`src/logic/fabric_types_pkg.sv`:
```
// Fabric types
// Word, address and bank index types shared by the decoder, banks and merger

`default_nettype none

package fabric_types_pkg;

  ////////////////////////////////////////
  // Widths
  ////////////////////////////////////////

  localparam int ADDR_W = 32;
  localparam int DATA_W = 32;

  // Upper limit for the number of banks
  localparam int MAX_BANKS = 8;

  ////////////////////////////////////////
  // Types
  ////////////////////////////////////////

  // Byte address from the requester
  typedef logic [ADDR_W-1:0] addr_t;
  // One full data word
  typedef logic [DATA_W-1:0] data_t;
  // Bank number, sized for MAX_BANKS
  typedef logic [$clog2(MAX_BANKS)-1:0] bank_idx_t;

endpackage

`default_nettype wire

```
`src/logic/bank_req_if.sv`:
```
// Bank request channel
// Single-cycle request strobe from the decoder, credit pulse back from the bank

`timescale 1ns/1ps
`default_nettype none

interface bank_req_if #(
  parameter int IDX_W = 6
);
  import fabric_types_pkg::*;

  logic             valid;
  logic             write;
  logic [IDX_W-1:0] idx;
  data_t            wdata;
  // One pulse per request popped by the bank
  logic             credit;

  modport decoder (output valid, output write, output idx, output wdata, input credit);

  modport bank (input valid, input write, input idx, input wdata, output credit);

endinterface

`default_nettype wire

```
`src/logic/sram_bank.sv`:
```
// RAM bank
// Queues requests from the decoder and executes one per cycle on a small
// word memory, results wait in a holding register until the merger takes them

`timescale 1ns/1ps
`default_nettype none

module sram_bank #(
  parameter int BANK_WORDS = 64,
  parameter int BANK_DEPTH = 2
) (
  input  logic                    hclk_i,
  input  logic                    rst_n_i,
  bank_req_if.bank                req_i,
  output logic                    rsp_valid_o,
  output fabric_types_pkg::data_t rsp_rdata_o,
  input  logic                    rsp_take_i
);
  import fabric_types_pkg::*;

  localparam int IDX_W = $clog2(BANK_WORDS);
  localparam int PTR_W = (BANK_DEPTH > 1) ? $clog2(BANK_DEPTH) : 1;
  localparam int CNT_W = $clog2(BANK_DEPTH + 1);

  function automatic logic [PTR_W-1:0] ptr_inc(logic [PTR_W-1:0] ptr);
    return (ptr == PTR_W'(BANK_DEPTH - 1)) ? '0 : ptr + 1'b1;
  endfunction

  logic             q_write [BANK_DEPTH];
  logic [IDX_W-1:0] q_idx   [BANK_DEPTH];
  data_t            q_wdata [BANK_DEPTH];
  logic [PTR_W-1:0] wr_ptr;
  logic [PTR_W-1:0] rd_ptr;
  logic [CNT_W-1:0] count;
  logic             pop;

  data_t mem [BANK_WORDS];

  // Pop only when the holding register frees up this cycle
  assign pop = (count != '0) && (!rsp_valid_o || rsp_take_i);
  assign req_i.credit = pop;

  always_ff @(posedge hclk_i) begin
    if (req_i.valid) begin
      q_write[wr_ptr] <= req_i.write;
      q_idx[wr_ptr]   <= req_i.idx;
      q_wdata[wr_ptr] <= req_i.wdata;
    end
  end

  always_ff @(posedge hclk_i or negedge rst_n_i) begin
    if (!rst_n_i) begin
      wr_ptr <= '0;
      rd_ptr <= '0;
      count  <= '0;
    end else begin
      if (req_i.valid) begin
        wr_ptr <= ptr_inc(wr_ptr);
      end
      if (pop) begin
        rd_ptr <= ptr_inc(rd_ptr);
      end
      count <= count + CNT_W'(req_i.valid) - CNT_W'(pop);
    end
  end

  ////////////////////////////////////////
  // Memory and holding register
  ////////////////////////////////////////

  always_ff @(posedge hclk_i or negedge rst_n_i) begin
    if (!rst_n_i) begin
      for (int w = 0; w < BANK_WORDS; w++) begin
        mem[w] <= '0;
      end
    end else if (pop && q_write[rd_ptr]) begin
      mem[q_idx[rd_ptr]] <= q_wdata[rd_ptr];
    end
  end

  // Writes answer with zero data
  always_ff @(posedge hclk_i) begin
    if (pop) begin
      rsp_rdata_o <= q_write[rd_ptr] ? '0 : mem[q_idx[rd_ptr]];
    end
  end

  always_ff @(posedge hclk_i or negedge rst_n_i) begin
    if (!rst_n_i) begin
      rsp_valid_o <= 1'b0;
    end else if (pop) begin
      rsp_valid_o <= 1'b1;
    end else if (rsp_take_i) begin
      rsp_valid_o <= 1'b0;
    end
  end

endmodule

`default_nettype wire

```
`src/flat_wrapper.sv`:
```
// flat-port wrapper written by rule: the top's interface ports become plain ports
module sram_bank_flat import fabric_types_pkg::*;
#(
  parameter int BANK_WORDS = 64,
  parameter int BANK_DEPTH = 2
)
  (hclk_i, rst_n_i, rsp_valid_o, rsp_rdata_o, rsp_take_i, req_i_valid, req_i_write, req_i_idx, req_i_wdata, req_i_credit);
  bank_req_if req_i_i ();
  input  logic hclk_i;
  input  logic rst_n_i;
  output logic rsp_valid_o;
  output fabric_types_pkg::data_t rsp_rdata_o;
  input  logic rsp_take_i;
  input wire logic [$bits(req_i_i.valid)-1:0] req_i_valid;
  input wire logic [$bits(req_i_i.write)-1:0] req_i_write;
  input wire logic [$bits(req_i_i.idx)-1:0] req_i_idx;
  input wire logic [$bits(req_i_i.wdata)-1:0] req_i_wdata;
  output wire logic [$bits(req_i_i.credit)-1:0] req_i_credit;
  assign req_i_i.valid = req_i_valid;
  assign req_i_i.write = req_i_write;
  assign req_i_i.idx = req_i_idx;
  assign req_i_i.wdata = req_i_wdata;
  assign req_i_credit = req_i_i.credit;
  sram_bank #(.BANK_WORDS(BANK_WORDS), .BANK_DEPTH(BANK_DEPTH)) u_core (.hclk_i(hclk_i), .rst_n_i(rst_n_i), .req_i(req_i_i), .rsp_valid_o(rsp_valid_o), .rsp_rdata_o(rsp_rdata_o), .rsp_take_i(rsp_take_i));
endmodule
```
`config.mk`:
```
export PLATFORM = sky130hd
export DESIGN_NAME = sram_bank_flat
export DESIGN_NICKNAME = d
export VERILOG_FILES = /design/src/logic/fabric_types_pkg.sv /design/src/logic/bank_req_if.sv /design/src/logic/sram_bank.sv /design/src/flat_wrapper.sv
export SDC_FILE = /design/constraint.sdc
export NUM_CORES = 2
export LEC_CHECK = 0
export BUFFER_PORTS_ARGS = -buffer_cell sky130_fd_sc_hd__buf_2
export CORE_UTILIZATION = 35
export CTS_BUF_LIST = sky130_fd_sc_hd__clkbuf_16
export CTS_CLUSTER_SIZE = 16
export DETAILED_ROUTE_END_ITERATION = 8
export HOLD_SLACK_MARGIN = 0.02
export PLACE_DENSITY_LB_ADDON = 0.25
export SYNTH_ARGS = -nofsm -noshare
export SYNTH_HDL_FRONTEND = slang
export SYNTH_SLANG_ARGS = --single-unit
```
`constraint.sdc`:
```
create_clock -name hclk_i -period 6.45 [get_ports hclk_i]
set_input_delay 0.9675 -clock hclk_i [delete_from_list [all_inputs] [get_ports hclk_i]]
set_output_delay 0.9675 -clock hclk_i [all_outputs]
set_load 0.01 [all_outputs]
```
==> impl_metrics.tcl <==
set metrics [dict create \
    outcome "completed" \
    fin_ws_ns 1.37 \
    antenna_found_initial 9 \
    pwr-share-seq 0.447 \
    setup_violations 0 \
    grt_pass1_vias 66414 \
    synth_top_area_frac 0.553 \
    track_usage 0.232 \
    cp-endpoint "u_core.rsp_rdata_o[24]$_SDFFCE_PN0P_" \
    final_area_um2 104000 \
    clock_latency_ns 0.89 \
    fillCellCount 25551 \
    place_congestion 0.810 \
    hold_path.class "primary input to async pin" \
    coreArea_um2 263000 \
    grt_pass1_wl_um 460000 \
    placed_area_um2 96700 \
    start_kind "register" \
    ios 77 \
    grt_max_degree 177 \
    relSlewSlack 0.0943 \
    powerDensity_nw_per_um2 505 \
    synth_area_leader_cell "dfrtp_1" \
    power.share.switching 0.370 \
    die_h_um 517 \
    place_inst 12112 \
    syn-instance-count 9233 \
    final_common_cell "nand2_1" \
    path_class "register to register" \
    cts.clk_slew.worst_paths_ns 0.06 \
    clock-sinks 2163 \
    critical_path.slowest_cell "dfrtp_4" \
    max_stage_delay_ns 1.04 \
    end_kind "register" \
    cp-startpoint "u_core.rd_ptr$_DFFE_PN0P_" \
    drt-initial-drc-count 6151 \
    post_cts_buffers 0 \
    dpl.hpwl_um 177000 \
    p_int_mw 33.0 \
    r2r_slack_ns 1.37 \
    yosysSeqAreaShare 0.588 \
    portBuffers 76 \
    fin_crit_ns 5.08 \
    pre_cts_ws_ns 1.41 \
    instances_no_fill 12531 \
    synthTopCellsByArea "dfrtp_1 (55%), mux2i_1 (11%), o21ai_0 (10%), nand2_1 (8.4%), edfxtp_1 (3.6%)" \
    clock-root-buffer "clkbuf_16" \
    r2r-start "u_core.rd_ptr$_DFFE_PN0P_" \
    num_vias 67807 \
    required_ns 7.09 \
    finalClockSkew_ns 0.0455 \
    drc 0 \
    grt_overflow 0 \
    cp_common_cell "buf_4" \
    ctsResizeCount 0 \
    area_growth_pct 11.5 \
    dr.pass1.iters 6 \
    wl_per_cell_um 24.9 \
    crit_fanout 32 \
    utilization 0.394 \
    cts_hold_buf 0 \
    drv_cap 0 \
    antenna_left 0 \
    post_route_cells_drive_above_1_share 0.0755 \
    syn-cell-area_um2 93000 \
    tritoncts "done" \
    synth.net_count 9278 \
    reg2reg_to "u_core.rsp_rdata_o[24]$_SDFFCE_PN0P_" \
    timing.setup.tns_ns 0 \
    p_leak_nw 47.1 \
    final_cell_mix "nand2_1 (2074), dfrtp_1 (2052), o21ai_0 (1945)" \
    yosysWarnings 0 \
    vias_per_cell 5.41 \
    clockBufferDepth 4 \
    p_switching_mw 19.3 \
    cts-buffers-inserted 229 \
    rr_worst_depth 8 \
    htree_num_levels 4 \
    fin_crit_sh 0.787 \
    syn_area_per_cell_um2 10.1 \
    fmax_mhz 197 \
    hold_violations 0 \
    ir_worst_vdd_v 0.000474 \
    yosys_register_bits 2163 \
    wirelength_um 312000 \
    crit_chain "mux2i_4 > buf_4 > buf_4 > mux2i_1 > o22ai_1 > o21ai_0 > o2111ai_1 > o21a_1" \
    dieWidth_um 517 \
    die-area_um2 268000 \
    whs_ns 0.0946 \
    rsz0062_at_grt "no" \
    p_total_mw 52.3 \
    tightest_slew_ns 1.36 \
    nets 8873 \
    drv_slew 0 \
    power_frac_comb 0.314 \
    clkPwrFrac 0.239 \
    synth_cell_types 36 \
    initial_core_util 0.353 \
    rows 188 \
    worstPathArrival_ns 5.72 \
]
[worst min-delay path by stage]
stage	cells past startpoint	slack (ns)	to
after floorplan	1	0.45	u_core.count[1]$_DFF_PN0_
after global placement	2	0.46	u_core.mem[904]$_DFFE_PN0P_
after detailed placement	2	0.47	u_core.mem[1156]$_DFFE_PN0P_
after CTS	1	0.13	u_core.mem[1361]$_DFFE_PN0P_
after global routing	1	0.14	u_core.mem[1393]$_DFFE_PN0P_
final	1	0.09	u_core.mem[1393]$_DFFE_PN0P_
[layer usage]
layer,share of wire,track usage,vias to the layer above
li1,-,-,31147
met1,0.44,0.315,34149
met2,0.46,0.374,2003
met3,0.057,0.0333,504
met4,0.038,0.0898,4
met5,0.00051,0.00379,-
[cells in the mapped netlist]
master,number
nand2b_1,48
nand4b_1,4
a22oi_1,1
o21ai_1,353
clkbuf_1,655
a21oi_2,1
nand2_1,2074
o22ai_1,512
nand4_1,32
buf_4,4
buf_6,12
dfrtp_1,2053
xnor2_1,2
mux2i_1,1059
nor2_1,43
xor2_1,2
o21ai_0,1945
or2_2,9
o31a_1,25
and2_1,1
and2b_1,1
o2111ai_1,7
ha_1,2
buf_1,27
mux2_2,2
nor2b_1,3
inv_1,8
or4b_1,4
a2bb2oi_1,1
or2_1,8
edfxtp_1,110
o21a_1,7
buf_2,211
or2_0,1
a22oi_2,2
a32oi_1,4
[power groups by stage]
stage	Clock [mW]	Sequential (mW)	Combinational (mW)
CTS	12.7	23.4	16.4
global route	13.3	24.1	18.2
detailed placement	0	23.6	16.4
finish	12.5	23.4	16.4
floorplan	0	22.5	11.4
global placement	0	23.3	15.9
[logic make-up (layout without fill, tap and decap cells)]
logic type               Yosys count  in the layout  synth area share
AO/OA/AOI/OAI                   2858           2858             0.163
AND/OR/NAND/NOR                 2228           2228            0.0932
flip-flops                      2163           2163             0.588
multiplexers                    1061           1061             0.114
buffers and inverters            917            692            0.0410
XOR/XNOR                           4              4          0.000377
adder cells (fa/ha/maj)            2              2          0.000269
other                              0              8                 0
[cell type report]
type | count | area [um^2] | share of cell area
flip-flops and latches | 2163 | 54700 | 0.528
multi-input cells | 6153 | 35200 | 0.339
clock buffers | 232 | 5810 | 0.0560
well taps | 3515 | 4400 | 0.0424
repair buffers | 273 | 2420 | 0.0234
clock inverters | 179 | 1120 | 0.0108
inverters | 8 | 30.0 | 0.000290
diodes | 8 | 20.0 | 0.000193
[critical path: cells and delay by family (launching register included)]
| family | cells | cell delay [ns] |
|---|---|---|
| buffers and inverters | 2 | 1.19 |
| muxes | 2 | 1.10 |
| DFF | 1 | 1.04 |
| AOI/OAI and AO/OA | 4 | 1.42 |
[registers in the layout, summed over array words and instances (netlist names)]
name,cells
u_core.count,2
u_core.q_write,2
u_core.wr_ptr,1
u_core.rd_ptr,1
u_core.rsp_rdata_o,32
u_core.q_idx,12
u_core.q_wdata,64
u_core.mem,2048
u_core.rsp_valid_o,1
(Power assumes the default switching activity.)
