### config.mk
export PLATFORM = sky130hd
export DESIGN_NAME = rsp_merger
export DESIGN_NICKNAME = d
export VERILOG_FILES = /design/src/logic/fabric_types_pkg.sv /design/src/logic/rsp_merger.sv
export SDC_FILE = /design/constraint.sdc
export NUM_CORES = 1
export LEC_CHECK = 0
export BUFFER_PORTS_ARGS = -buffer_cell sky130_fd_sc_hd__buf_4
export CAP_MARGIN = 10
export CORE_ASPECT_RATIO = 2
export CORE_MARGIN = 2
export CORE_UTILIZATION = 48
export DETAILED_ROUTE_END_ITERATION = 7
export GPL_TIMING_DRIVEN = 0
export PLACE_DENSITY_LB_ADDON = 0.15
export SYNTH_ARGS = -nofsm -noshare
export SYNTH_HDL_FRONTEND = slang
export SYNTH_SLANG_ARGS = --single-unit
### constraint.sdc
create_clock -name hclk_i -period 4.84 [get_ports hclk_i]
set_input_delay 0.242 -clock hclk_i [delete_from_list [all_inputs] [get_ports hclk_i]]
set_output_delay 0.242 -clock hclk_i [all_outputs]
set_load 0.01 [all_outputs]
### src/logic/fabric_types_pkg.sv
// Fabric types
// Word, address and bank index types shared by the decoder, banks and merger

`default_nettype none

package fabric_types_pkg;

  ////////////////////////////////////////
  // Widths
  ////////////////////////////////////////

  localparam int ADDR_W = 32;
  localparam int DATA_W = 32;

  // Upper limit for the number of banks
  localparam int MAX_BANKS = 8;

  ////////////////////////////////////////
  // Types
  ////////////////////////////////////////

  // Byte address from the requester
  typedef logic [ADDR_W-1:0] addr_t;
  // One full data word
  typedef logic [DATA_W-1:0] data_t;
  // Bank number, sized for MAX_BANKS
  typedef logic [$clog2(MAX_BANKS)-1:0] bank_idx_t;

endpackage

`default_nettype wire

### src/logic/rsp_merger.sv
// Response merger
// Holds the route of every dispatched request and drains bank responses
// strictly in that order, unmapped routes become error responses

`timescale 1ns/1ps
`default_nettype none

module rsp_merger #(
  parameter int NUM_BANKS   = 4,
  parameter int ORDER_DEPTH = 8
) (
  input  logic                        hclk_i,
  input  logic                        rst_n_i,
  input  logic                        route_push_i,
  input  logic                        route_err_i,
  input  fabric_types_pkg::bank_idx_t route_bank_i,
  output logic                        route_full_o,
  input  logic [NUM_BANKS-1:0]        bank_valid_i,
  input  fabric_types_pkg::data_t     bank_rdata_i [NUM_BANKS],
  output logic [NUM_BANKS-1:0]        bank_take_o,
  output logic                        rsp_valid_o,
  output logic                        rsp_err_o,
  output fabric_types_pkg::data_t     rsp_rdata_o
);
  import fabric_types_pkg::*;

  localparam int PTR_W = (ORDER_DEPTH > 1) ? $clog2(ORDER_DEPTH) : 1;
  localparam int CNT_W = $clog2(ORDER_DEPTH + 1);

  function automatic logic [PTR_W-1:0] ptr_inc(logic [PTR_W-1:0] ptr);
    return (ptr == PTR_W'(ORDER_DEPTH - 1)) ? '0 : ptr + 1'b1;
  endfunction

  logic             q_err  [ORDER_DEPTH];
  bank_idx_t        q_bank [ORDER_DEPTH];
  logic [PTR_W-1:0] wr_ptr;
  logic [PTR_W-1:0] rd_ptr;
  logic [CNT_W-1:0] count;
  logic             pop;
  data_t            head_rdata;

  assign route_full_o = (count == CNT_W'(ORDER_DEPTH));

  always_ff @(posedge hclk_i) begin
    if (route_push_i) begin
      q_err[wr_ptr]  <= route_err_i;
      q_bank[wr_ptr] <= route_bank_i;
    end
  end

  always_ff @(posedge hclk_i or negedge rst_n_i) begin
    if (!rst_n_i) begin
      wr_ptr <= '0;
      rd_ptr <= '0;
      count  <= '0;
    end else begin
      if (route_push_i) begin
        wr_ptr <= ptr_inc(wr_ptr);
      end
      if (pop) begin
        rd_ptr <= ptr_inc(rd_ptr);
      end
      count <= count + CNT_W'(route_push_i) - CNT_W'(pop);
    end
  end

  ////////////////////////////////////////
  // Head of queue
  ////////////////////////////////////////

  // Only the bank named at the head is ever taken from
  always_comb begin
    pop         = 1'b0;
    head_rdata  = '0;
    bank_take_o = '0;
    if (count != '0) begin
      if (q_err[rd_ptr]) begin
        pop = 1'b1;
      end else begin
        for (int b = 0; b < NUM_BANKS; b++) begin
          if (q_bank[rd_ptr] == bank_idx_t'(b) && bank_valid_i[b]) begin
            bank_take_o[b] = 1'b1;
            head_rdata     = bank_rdata_i[b];
            pop            = 1'b1;
          end
        end
      end
    end
  end

  always_ff @(posedge hclk_i) begin
    if (pop) begin
      rsp_err_o   <= q_err[rd_ptr];
      rsp_rdata_o <= head_rdata;
    end
  end

  always_ff @(posedge hclk_i or negedge rst_n_i) begin
    if (!rst_n_i) begin
      rsp_valid_o <= 1'b0;
    end else begin
      rsp_valid_o <= pop;
    end
  end

endmodule

`default_nettype wire

==> results of run 1 <==
==> cell type report <==
type	instances	area [sq um]
Fill cell	597	2370
Sequential cell	76	2230
Multi-Input combinational cell	211	1680
Timing Repair Buffer	179	1360
Clock buffer	9	225
Buffer	28	155
Tap cell	98	123
Clock inverter	7	105
Inverter	12	45.0
==> per-layer routing <==
layer  vias to the layer above  wire length (um)  global-route usage
met1                      1733              4250               0.298
met3                        41               882              0.0522
met5                         -                 0                   0
li1                       1697                 -                   -
met2                       203              6690               0.476
met4                         0               603               0.147
==> flip-flops by register name, summed over array words and instances (netlist names) <==
| register | count |
|---|---|
| q_err | 8 |
| rsp_valid_o | 1 |
| rd_ptr | 3 |
| rsp_err_o | 1 |
| q_bank | 24 |
| wr_ptr | 3 |
| rsp_rdata_o | 32 |
| count | 4 |
==> stage by stage <==
stage	hold WS, ns	util	std cells	total power (uW)
after CTS	0.129	0.714	620	4100
after global routing	0.133	0.714	620	4350
after detailed placement	0.0886	0.673	603	3350
after global placement	0.0877	0.670	602	3230
final	0.132	0.714	620	4090
after floorplan	-0.0536	-	327	2580
==> logic make-up (layout without fill, tap and decap cells) <==
kind of cell    after synthesis  count (layout)  share of synthesized area
xor+xnor                      2               2                    0.00427
mux                          19              19                     0.0704
flops                        76              76                      0.543
simple gates                 60              60                     0.0753
buf+inv                      40             235                     0.0488
fa+ha+maj                    11              11                     0.0354
compound gates              119             119                      0.223
==> worst reg2reg max path, cell delays in order, from the launching register on <==
cell and delay [ns]:
dfrtp_1 0.35, clkbuf_1 0.42, nor2_1 0.10, a22o_1 0.29, nor3_1 0.46, a21oi_1 0.20, o22ai_4 0.45, buf_12 0.26
ha_1 0.24, inv_1 0.07, ha_1 0.27, a21o_1 0.18, a21oi_1 0.18, xor2_1 0.16
==> power groups by stage <==
stage	clock [uW]	sequential (uW)	combinational, uW
global placement	0	1170	2060
finish	738	1150	2200
floorplan	0	1230	1350
CTS	746	1150	2200
detailed placement	0	1160	2190
global route	777	1170	2400
==> layout by cell type, fill, tap and decap left out, drive strengths merged, types with 2 or more instances in the layout <==
cell,Yosys,final
inv,12,16
bufinv,0,2
nor2b,2,2
mux4,6,6
ha,10,10
a221o,21,21
a211oi,2,2
o22ai,2,2
edfxtp,65,65
a32oi,11,11
a32o,21,21
nor2,34,34
o21ai,35,35
dfrtp,11,11
and3,3,3
a21o,2,2
nand2,7,7
a21oi,13,13
buf,12,190
mux2,9,9
mux2i,4,4
nor3,8,8
clkbuf,16,25
a2bb2oi,10,10
nand2b,3,3
==> path summary, 6_finish.rpt <==
path | startpoint | to | depth (start not counted)
worst max-delay path | rd_ptr[2] | count[3] | 13
worst min-delay path | route_err_i | q_err[1] | 1
worst max register to register | rd_ptr[2] | count[3] | 13
worst min register to register | wr_ptr[2] | wr_ptr[2] | 1
max in group asynchronous | rst_n_i | rd_ptr[2] | 2
min in group asynchronous | rst_n_i | count[3] | 2
==> repair_timing <==
| item | 4_1_cts | 5_1_grt |
|---|---|---|
| hold buffers | 1 | 0 |
| endpoints found under the setup margin | 0 | 0 |
| hold endpoints to repair | 11 | 0 |
| setup buffers | 0 | 0 |
==> key figures, run 1 <==
Final layout
  – Share of layout cells above drive strength 1: 0.437
  – Number of diodes: 0
  – Fin area: 5920 sq um
  – Syn-to-layout area delta: 44.3%
  – Final-stage net count: 667

Setup path
  – Critical path required time: 5.10 ns
  – Setup Crit Path Kind: flip-flop to flip-flop
  – Crit-path cells: clkbuf_1, nor2_1, a22o_1, nor3_1, a21oi_1, o22ai_4, buf_12, ha_1, inv_1, ha_1, a21o_1, a21oi_1, xor2_1
  – Critical path peak fanout: 27
  – Crit path DAT: 3.96 ns
  – Top delay family on crit path: compound AO/OA/AOI/OAI gates
  – Critical path buffers and inverters: 3
  – Critical Path Max Stage Delay: 0.46 ns
  – Critical path's slowest cell: nor3_1
  – Worst reg-to-reg setup slack: 1.14 ns
  – Startpoint types: flip-flop
  – Critical Path End Type: flip-flop

Routing
  – Via count: 3674
  – Wire length per cell: 20.0 um
  – DRT antenna net count: 0
  – Drt first pass iters: 5
  – Final wirelength: 12400 um
  – # DRC: 0
  – Via-to-Cell Ratio: 5.93
  – Initial drt markers: 269

Floorplan
  – Die area: 9350 sq um
  – Die height: 135 um
  – Starting density of the core: 0.495
  – # IOs: 178
  – DIE WIDTH: 69.4 um
  – Core ar.: 8290 sq um
  – Site Rows: 47

GRT
  – Largest net degree at the start of global routing: 28
  – Vias in the first global route: 3744
  – Initial antenna violation count: 0
  – GRT Overall Usage: 0.268
  – Gr ovfl total: 0
  – First-pass GRT wire length: 19400 um

Synthesis
  – Top cells by count, synth: edfxtp_1 (65), nor2_1 (33), o21ai_0 (24)
  – Ys Warns: 0
  – Syn Nets: 477
  – Post-synth EDFFs: 65
  – Synth top area cells: edfxtp_1 (48%), dfrtp_1 (6.7%), a221o_1 (5.1%)
  – Top-area cell type share of the netlist area: 0.476
  – Asr flop ratio synth: 0.145
  – Yosys top cell by area: edfxtp_1
  – Sequential cell area fraction in the yosys report: 0.543
  – Count leader, synth: edfxtp_1
  – Cell area after synthesis: 4100 sq um
  – Avg Cell Area, Syn: 12.5 sq um
  – Post-synth top flop: edfxtp_1
  – FF+latch count, synth: 76
  – Synth cell types: 45
  – Cell count after synthesis: 327

Timing
  – RSZ-0062 raised after global routing: no
  – Tmin final: 3.70 ns
  – Finish-stage setup viols: 0
  – Final TNS setup: 0 ns
  – Final Skew: 0.00885 ns
  – Slew Viols, Final: 0
  – Post-route setup slack: 1.14 ns
  – Worst slew pin tran: 0.704 ns
  – Max-slew headroom: 0.527
  – Tcrit/Tclk final: 0.765
  – Max frequency: 270 MHz
  – Hold Vio Cnt, Final: 0

Clocking
  – Clock transition at the registers of the reported paths: 0.07 ns
  – # H-tree levels: 3
  – Clk buf depth: 2
  – Worst skew pair latency: 0.34 ns
  – CTS tree: done
  – Post_cts resized: 0
  – Clk sinks: 76
  – Total CTS buffers: 9
  – Root Driver: clkbuf_16

Run status
  – Status: complete, no violations

Power and ir drop
  – Combinational share of power: 0.537
  – Max VDD drop: 0.453 mV
  – Power per standard cell area: 690 nW/um^2
  – Power Internal: 2480 uW
  – Sw power: 1610 uW
  – Clock network fraction of total power: 0.181
  – Switching share of total power: 0.394
  – LEAKAGE: 0.00250 uW
  – Reg power frac: 0.282

Min path
  – Worst Hold Class: input port to flip-flop

Placed design
  – PortBufs: 177
  – Gpl congestion: 0.877
  – Worst slack at placement: 1.14 ns
  – Area post-placement: 5580 sq um
  – Final HPWL DP: 9700 um

Run
  – Max Cap Viol: 0
(Power assumes the default switching activity.)
==> inputs of run 2 (changes only) <==
- ABC_AREA: not set -> 1
- CORE_UTILIZATION: 48 -> 49
- clock period: 4.84 -> 3.8 ns (I/O delays scaled with it)
==> key figures, run 2 <==
GRT
  – Initial antenna violation count: 0 (unchanged)
  – Gr ovfl total: 0 (unchanged)
  – Vias in the first global route: 4059 (+8.4%)
  – GRT Overall Usage: 0.267 (-0.00150)
  – First-pass GRT wire length: 19400 um (about the same)
  – Largest net degree at the start of global routing: 20 (-29%)

Setup path
  – Critical Path Max Stage Delay: 0.39 ns (-0.07 ns)
  – Worst Setup SP: rd_ptr[0]
  – Critical Path End Type: flip-flop
  – Reg-to-Reg Start: rd_ptr[0]
  – Setup Crit Path Kind: flip-flop to flip-flop
  – Critical path peak fanout: 11 (-59%)
  – Critical path required time: 4.01 ns (-1.09 ns)
  – Critical path's slowest cell: dfrtp_1
  – Startpoint types: flip-flop
  – Crit-path cells: buf_6, inv_4, buf_6, nand2_1, nand3_1, nand3_1, nand2_1, nand2_2, nor2_4, inv_2, nand3_1, nand2_1, clkinvlp_4, ha_1, inv_1, ha_1, inv_1, fa_1, xnor2_1
  – Crit path DAT: 3.57 ns (-0.39 ns)

Final layout
  – Most frequent cells in the layout: buf_4 (191), nand2_1 (171), nand3_1 (81), edfxtp_1 (65), inv_1 (41)
  – Flip-flop count of the largest register after layout: 32 (unchanged)
  – Syn-to-layout area delta: 44.4% (about the same)
  – Fin area: 6140 sq um (+3.6%)
  – Top flop regs: rsp_rdata_o (32), q_bank (24), q_err (8)
  – Final-stage net count: 850 (+27%)
  – Most flop-heavy register: rsp_rdata_o
  – Post-layout util: 0.719 (+0.00528)
  – Share of layout cells above drive strength 1: 0.345 (-0.0921)
  – Most common cell after layout, fill and taps aside: buf_4
  – Number of diodes: 0 (unchanged)

Synthesis
  – FF+latch count, synth: 76 (unchanged)
  – Cell count after synthesis: 501 (+53%)
  – Post-synth top flop: edfxtp_1
  – Count leader, synth: nand2_1
  – Post-synth EDFFs: 65 (unchanged)
  – Syn Nets: 651 (+36%)
  – Ys Warns: 0 (unchanged)
  – Cell area after synthesis: 4250 sq um (+3.6%)
  – Top-area cell type share of the netlist area: 0.459 (-0.0164)
  – Synth top area cells: edfxtp_1 (46%), nand2_1 (15%), nand3_1 (9.5%)
  – Avg Cell Area, Syn: 8.48 sq um (-32%)
  – Sequential cell area fraction in the yosys report: 0.524 (-0.0187)
  – Asr flop ratio synth: 0.145 (unchanged)
  – Top cells by count, synth: nand2_1 (171), nand3_1 (81), edfxtp_1 (65)
  – Yosys top cell by area: edfxtp_1
  – Synth cell types: 26 (-42%)

Floorplan
  – Die area: 9480 sq um (+1.4%)
  – Starting density of the core: 0.498 (+0.00345)
  – Die height: 136 um (+0.70%)
  – Site Rows: 48 (+2.1%)
  – DIE WIDTH: 69.8 um (+0.68%)
  – Core ar.: 8530 sq um (+2.9%)
  – # IOs: 178 (unchanged)

Clocking
  – Clock transition at the registers of the reported paths: 0.06 ns (about the same)
  – CTS tree: done
  – Total CTS buffers: 9 (unchanged)
  – # H-tree levels: 3 (unchanged)
  – Worst skew pair latency: 0.34 ns (about the same)
  – Root Driver: clkbuf_16
  – Clk buf depth: 2 (unchanged)
  – Clk sinks: 76 (unchanged)

Timing
  – Max-slew headroom: 0.657 (+0.129)
  – Hold Vio Cnt, Final: 0 (unchanged)
  – Slew Viols, Final: 0 (unchanged)
  – Tmin final: 3.36 ns (-0.344 ns)
  – RSZ-0062 raised after global routing: no
  – Final Skew: 0.00977 ns (+0.000916 ns)
  – Max frequency: 298 MHz (+10%)
  – Post-route setup slack: 0.443 ns (-0.696 ns)
  – Worst slew pin tran: 0.513 ns (-0.191 ns)
  – Tcrit/Tclk final: 0.883 (+0.119)
  – Finish-stage setup viols: 0 (unchanged)

Routing
  – # DRC: 0 (unchanged)
  – Initial drt markers: 211 (-22%)
  – Via-to-Cell Ratio: 5.14 (-13%)
  – Drt first pass iters: 6 (+1)
  – DRT antenna net count: 0 (unchanged)
  – Via count: 4135 (+13%)
  – Wire length per cell: 15.6 um (-22%)
  – Final wirelength: 12600 um (+1.2%)

Placed design
  – Final HPWL DP: 9980 um (+2.9%)
  – Worst slack at placement: 0.147 ns (-0.998 ns)
  – PortBufs: 177 (unchanged)
  – Gpl congestion: 0.895 (+2.1%)
  – Area post-placement: 5730 sq um (+2.7%)

Power and ir drop
  – Power per standard cell area: 812 nW/um^2 (+18%)
  – LEAKAGE: 0.00299 uW (+20%)
  – Max VDD drop: 0.519 mV (+15%)

Run status
  – Status: complete, no violations

Min path
  – Hold_sp: route_bank_i[1]
  – Worst Hold Class: input port to flip-flop

Run
  – Max Cap Viol: 0 (unchanged)
run 2: cell types whose count changed in the layout (fill, tap and decap cells not counted), sizes merged, moves of 15 or more:
cell	change
inv	+29
a32o	-21
clkbuf	-15
a221o	-21
nand2	+167
or2	+21
nand3	+82
o21ai	-17
buf	+17
run 2: worst max-delay path, delay by kind of cell (launching register included):
kind,cells,cell delay [ns]
fa+ha+maj,3,0.88
flops,1,0.39
xor+xnor,1,0.14
simple gates,8,0.92
buf+inv,7,0.91
run 2: power breakdown:
part	internal [uW]	total [uW]	switching [uW]
logic	1100	2600	1500
registers	1350	1460	109
clock network	578	918	340
total	3030	4980	1950
run 2: layout make-up:
cell class                      instances  area [sq um]
Clock inverter                          7          98.8
Fill cell                             669          2390
Buffer                                 21           149
Timing Repair Buffer                  188          1430
Inverter                               45           175
Clock buffer                            9           225
Multi-Input combinational cell        359          1700
Tap cell                              100           125
Sequential cell                        76          2230
run 2: final timing paths:
check                                to  slack (ns)  cells after the start
max                            count[2]        0.44                     19
min                        q_bank[7][1]         0.1                      1
max reg2reg                    count[2]        0.44                     19
min reg2reg                   wr_ptr[2]        0.62                      2
max in group asynchronous     rd_ptr[1]        3.41                      2
min in group asynchronous      count[1]        0.23                      2
run 2: what timing repair did:
action                                  in CTS  in global routing
gates resized for setup                      0                  1
endpoints found under the setup margin       0                  2
hold endpoints to repair                    11                  0
setup buffers                                0                  9
hold buffers                                 1                  0
run 2: cell families (layout without fill, tap and decap cells):
logic type / after synthesis / count (layout) / synth area share
compound gates: 19 / 19 / 0.0224
xor+xnor: 2 / 2 / 0.00412
fa+ha+maj: 11 / 11 / 0.0342
buf+inv: 66 / 270 / 0.0754
flops: 76 / 76 / 0.524
simple gates: 327 / 327 / 0.340
run 2: layer usage:
| layer | global-route usage | vias up | wire length, um |
|---|---|---|---|
| met5 | 0 | - | 0 |
| met4 | 0.152 | 0 | 574 |
| met3 | 0.0655 | 48 | 850 |
| met2 | 0.502 | 193 | 7010 |
| met1 | 0.257 | 1871 | 4150 |
| li1 | - | 2023 | - |
run 2: per-stage QoR:
step | setup TNS [ns] | total power (uW) | hold slack [ns] | cells
6_report | 0 | 4980 | 0.0956 | 805
5_1_grt | 0 | 5340 | 0.0815 | 805
3_3_place_gp | -0.516 | 3720 | 0.0359 | 778
2_1_floorplan | 0 | 2970 | -0.106 | 501
3_5_place_dp | 0 | 3900 | 0.0378 | 779
4_1_cts | 0 | 4830 | 0.0767 | 796
==> inputs of run 3 (changes only) <==
- CORE_UTILIZATION: 49 -> 52
- clock period: 3.8 -> 4.1 ns (I/O delays scaled with it)
==> key figures, run 3 (synthesis results as in run 2) <==
Run status
  – Status: complete, no violations

Power and ir drop
  – Power Internal: 2670 uW (-12%)
  – Combinational share of power: 0.505 (-0.017)
  – Clock network fraction of total power: 0.187 (+0.003)
  – Max VDD drop: 0.615 mV (+18%)
  – Power per standard cell area: 733 nW/um^2 (-9.8%)
  – Reg power frac: 0.308 (+0.014)
  – Switching share of total power: 0.398 (+0.00646)
  – Total Power: 4430 uW (-11%)
  – Sw power: 1760 uW (-9.6%)
  – LEAKAGE: 0.00294 uW (-1.6%)

Setup path
  – Critical path required time: 4.32 ns (+0.31 ns)
  – Crit-path cells: buf_6, inv_4, buf_6, nand2_1, nand3_1, nand3_1, nand2_2, nand2_2, nor2_4, nor2_1, nand3_1, nand2_1, inv_1, ha_1, inv_1, ha_1, inv_1, fa_1, xnor2_1
  – Critical Path End Type: flip-flop
  – Critical path's slowest cell: inv_1
  – Setup Crit Path Kind: flip-flop to flip-flop
  – Critical Path Max Stage Delay: 0.61 ns (+0.22 ns)
  – Critical path peak fanout: 18 (+7)
  – Startpoint types: flip-flop
  – Crit path DAT: 3.83 ns (+0.26 ns)

Final layout
  – Share of layout cells above drive strength 1: 0.333 (-0.0113)
  – Most common cell after layout, fill and taps aside: buf_4
  – Flip-flop count of the largest register after layout: 32 (unchanged)
  – Syn-to-layout area delta: 42.4%
  – Final-stage net count: 841 (-1.1%)
  – Number of diodes: 0 (unchanged)
  – Most frequent cells in the layout: buf_4 (182), nand2_1 (171), nand3_1 (81), edfxtp_1 (65), inv_1 (42)
  – Most flop-heavy register: rsp_rdata_o
  – # fillers: 622 (-7.0%)
  – Top flop regs: rsp_rdata_o (32), q_bank (24), q_err (8)

Routing
  – DRT antenna net count: 0 (unchanged)
  – Final wirelength: 12800 um (+1.7%)
  – Initial drt markers: 224 (+6.2%)
  – Wire length per cell: 16.2 um (+3.3%)
  – Via-to-Cell Ratio: 5.17 (+0.63%)
  – Via count: 4094 (-0.99%)
  – # DRC: 0 (unchanged)
  – Drt first pass iters: 5 (-1)

Timing
  – Tmin final: 3.61 ns (+0.252 ns)
  – Final TNS setup: 0 ns (unchanged)
  – RSZ-0062 raised after global routing: no
  – Slew Viols, Final: 0 (unchanged)
  – Max-slew headroom: 0.470 (-0.187)
  – Post-route setup slack: 0.491 ns (+0.0477 ns)
  – Hold Vio Cnt, Final: 0 (unchanged)
  – Max frequency: 277 MHz (-7.0%)
  – Final Skew: 0.00676 ns (-0.00301 ns)
  – Worst slew pin tran: 0.795 ns (+0.282 ns)
  – Tcrit/Tclk final: 0.880 (-0.00310)
  – Finish-stage setup viols: 0 (unchanged)

Clocking
  – Clock transition at the registers of the reported paths: 0.06 ns (about the same)
  – Post_cts resized: 0 (unchanged)
  – CTS tree: done
  – Worst skew pair latency: 0.34 ns (about the same)
  – Root Driver: clkbuf_16
  – Total CTS buffers: 9 (unchanged)
  – # H-tree levels: 3 (unchanged)
  – Postcts setup bufs: 0 (unchanged)
  – Clk buf depth: 2 (unchanged)
  – Clk sinks: 76 (unchanged)

Floorplan
  – Die area: 8950 sq um (-5.5%)
  – DIE WIDTH: 67.9 um (-2.8%)
  – Starting density of the core: 0.535 (+0.0367)
  – Die height: 132 um (-2.8%)
  – Core ar.: 7940 sq um (-6.9%)
  – Site Rows: 46 (-4.2%)
  – # IOs: 178 (unchanged)

Min path
  – Worst Hold Class: input port to flip-flop

Placed design
  – Gpl congestion: 0.895 (about the same)
  – PortBufs: 177 (unchanged)
  – Final HPWL DP: 10200 um (+2.2%)
  – Worst slack at placement: 0.522 ns (+0.375 ns)

GRT
  – Vias in the first global route: 4128 (+1.7%)
  – Gr ovfl total: 0 (unchanged)
  – Initial antenna violation count: 0 (unchanged)
  – Largest net degree at the start of global routing: 19 (-5.0%)
  – GRT Overall Usage: 0.300 (+0.0335)
  – First-pass GRT wire length: 19800 um (+2.0%)

Run
  – Max Cap Viol: 0 (unchanged)
## run 3: changes by cell type in the layout (fill, tap and decap cells not counted), sizes merged
cell	delta
buf	-9
clkinv	-1
clkinvlp	+1
## run 3: final cells by class
type	count	area, sq um	area share
Buffer	21	149	0.0246
Clock buffer	9	225	0.0372
Clock inverter	7	91.3	0.0151
Inverter	45	171	0.0283
Multi-Input combinational cell	359	1700	0.281
Sequential cell	76	2230	0.368
Tap cell	96	120	0.0198
Timing Repair Buffer	179	1370	0.226
## run 3: critical path: cells and delay by family (launching register included)
family                     cells  cell delay [ns]
xor gates and xnor gates       1             0.13
adders and majority gates      3             0.91
buffers and inverters          6             1.11
DFF                            1             0.40
and+or+nand+nor                9             0.94
## run 3: power groups by stage
stage          registers [uW]  logic [uW]  clock network (uW)
2_1_floorplan            1450        1300                   0
3_3_place_gp             1380        2070                   0
3_5_place_dp             1380        2250                   0
4_1_cts                  1360        2260                 839
5_1_grt                  1390        2520                 876
6_report                 1360        2240                 831
## run 3: worst paths after layout
| path | endpoint | slack, ns | cells after the start | startpoint |
|---|---|---|---|---|
| max in group asynchronous | count[3] | 3.71 | 2 | rst_n_i |
| min reg2reg | wr_ptr[0] | 0.63 | 2 | wr_ptr[0] |
| max reg2reg | count[2] | 0.49 | 19 | rd_ptr[0] |
| min in group asynchronous | wr_ptr[2] | 0.24 | 2 | rst_n_i |
| min | q_bank[7][2] | 0.10 | 1 | route_bank_i[2] |
| max | count[2] | 0.49 | 19 | rd_ptr[0] |
## run 3: metal layers
| metal | wire length (um) | global-route usage | part of all wire |
|---|---|---|---|
| met3 | 836 | 0.0649 | 0.065 |
| met5 | 0 | 0 | 0 |
| met1 | 4030 | 0.277 | 0.32 |
| met2 | 7310 | 0.568 | 0.57 |
| met4 | 617 | 0.152 | 0.048 |
## run 3: metrics by stage
stage	utilization	cell area (sq um)	hold slack, ns	std cells
after floorplan	-	4250	-0.0906	501
after global placement	0.717	5700	0.0482	774
after detailed placement	0.721	5730	0.0478	775
after CTS	0.762	6050	0.0922	792
after global routing	0.762	6050	0.0998	792
final	0.762	6050	0.102	792
## run 3: repair_timing
action | 4_1_cts | 5_1_grt
setup endpoints to repair | 0 | 0
endpoints found under the hold margin | 11 | 0
hold buffers | 1 | 0
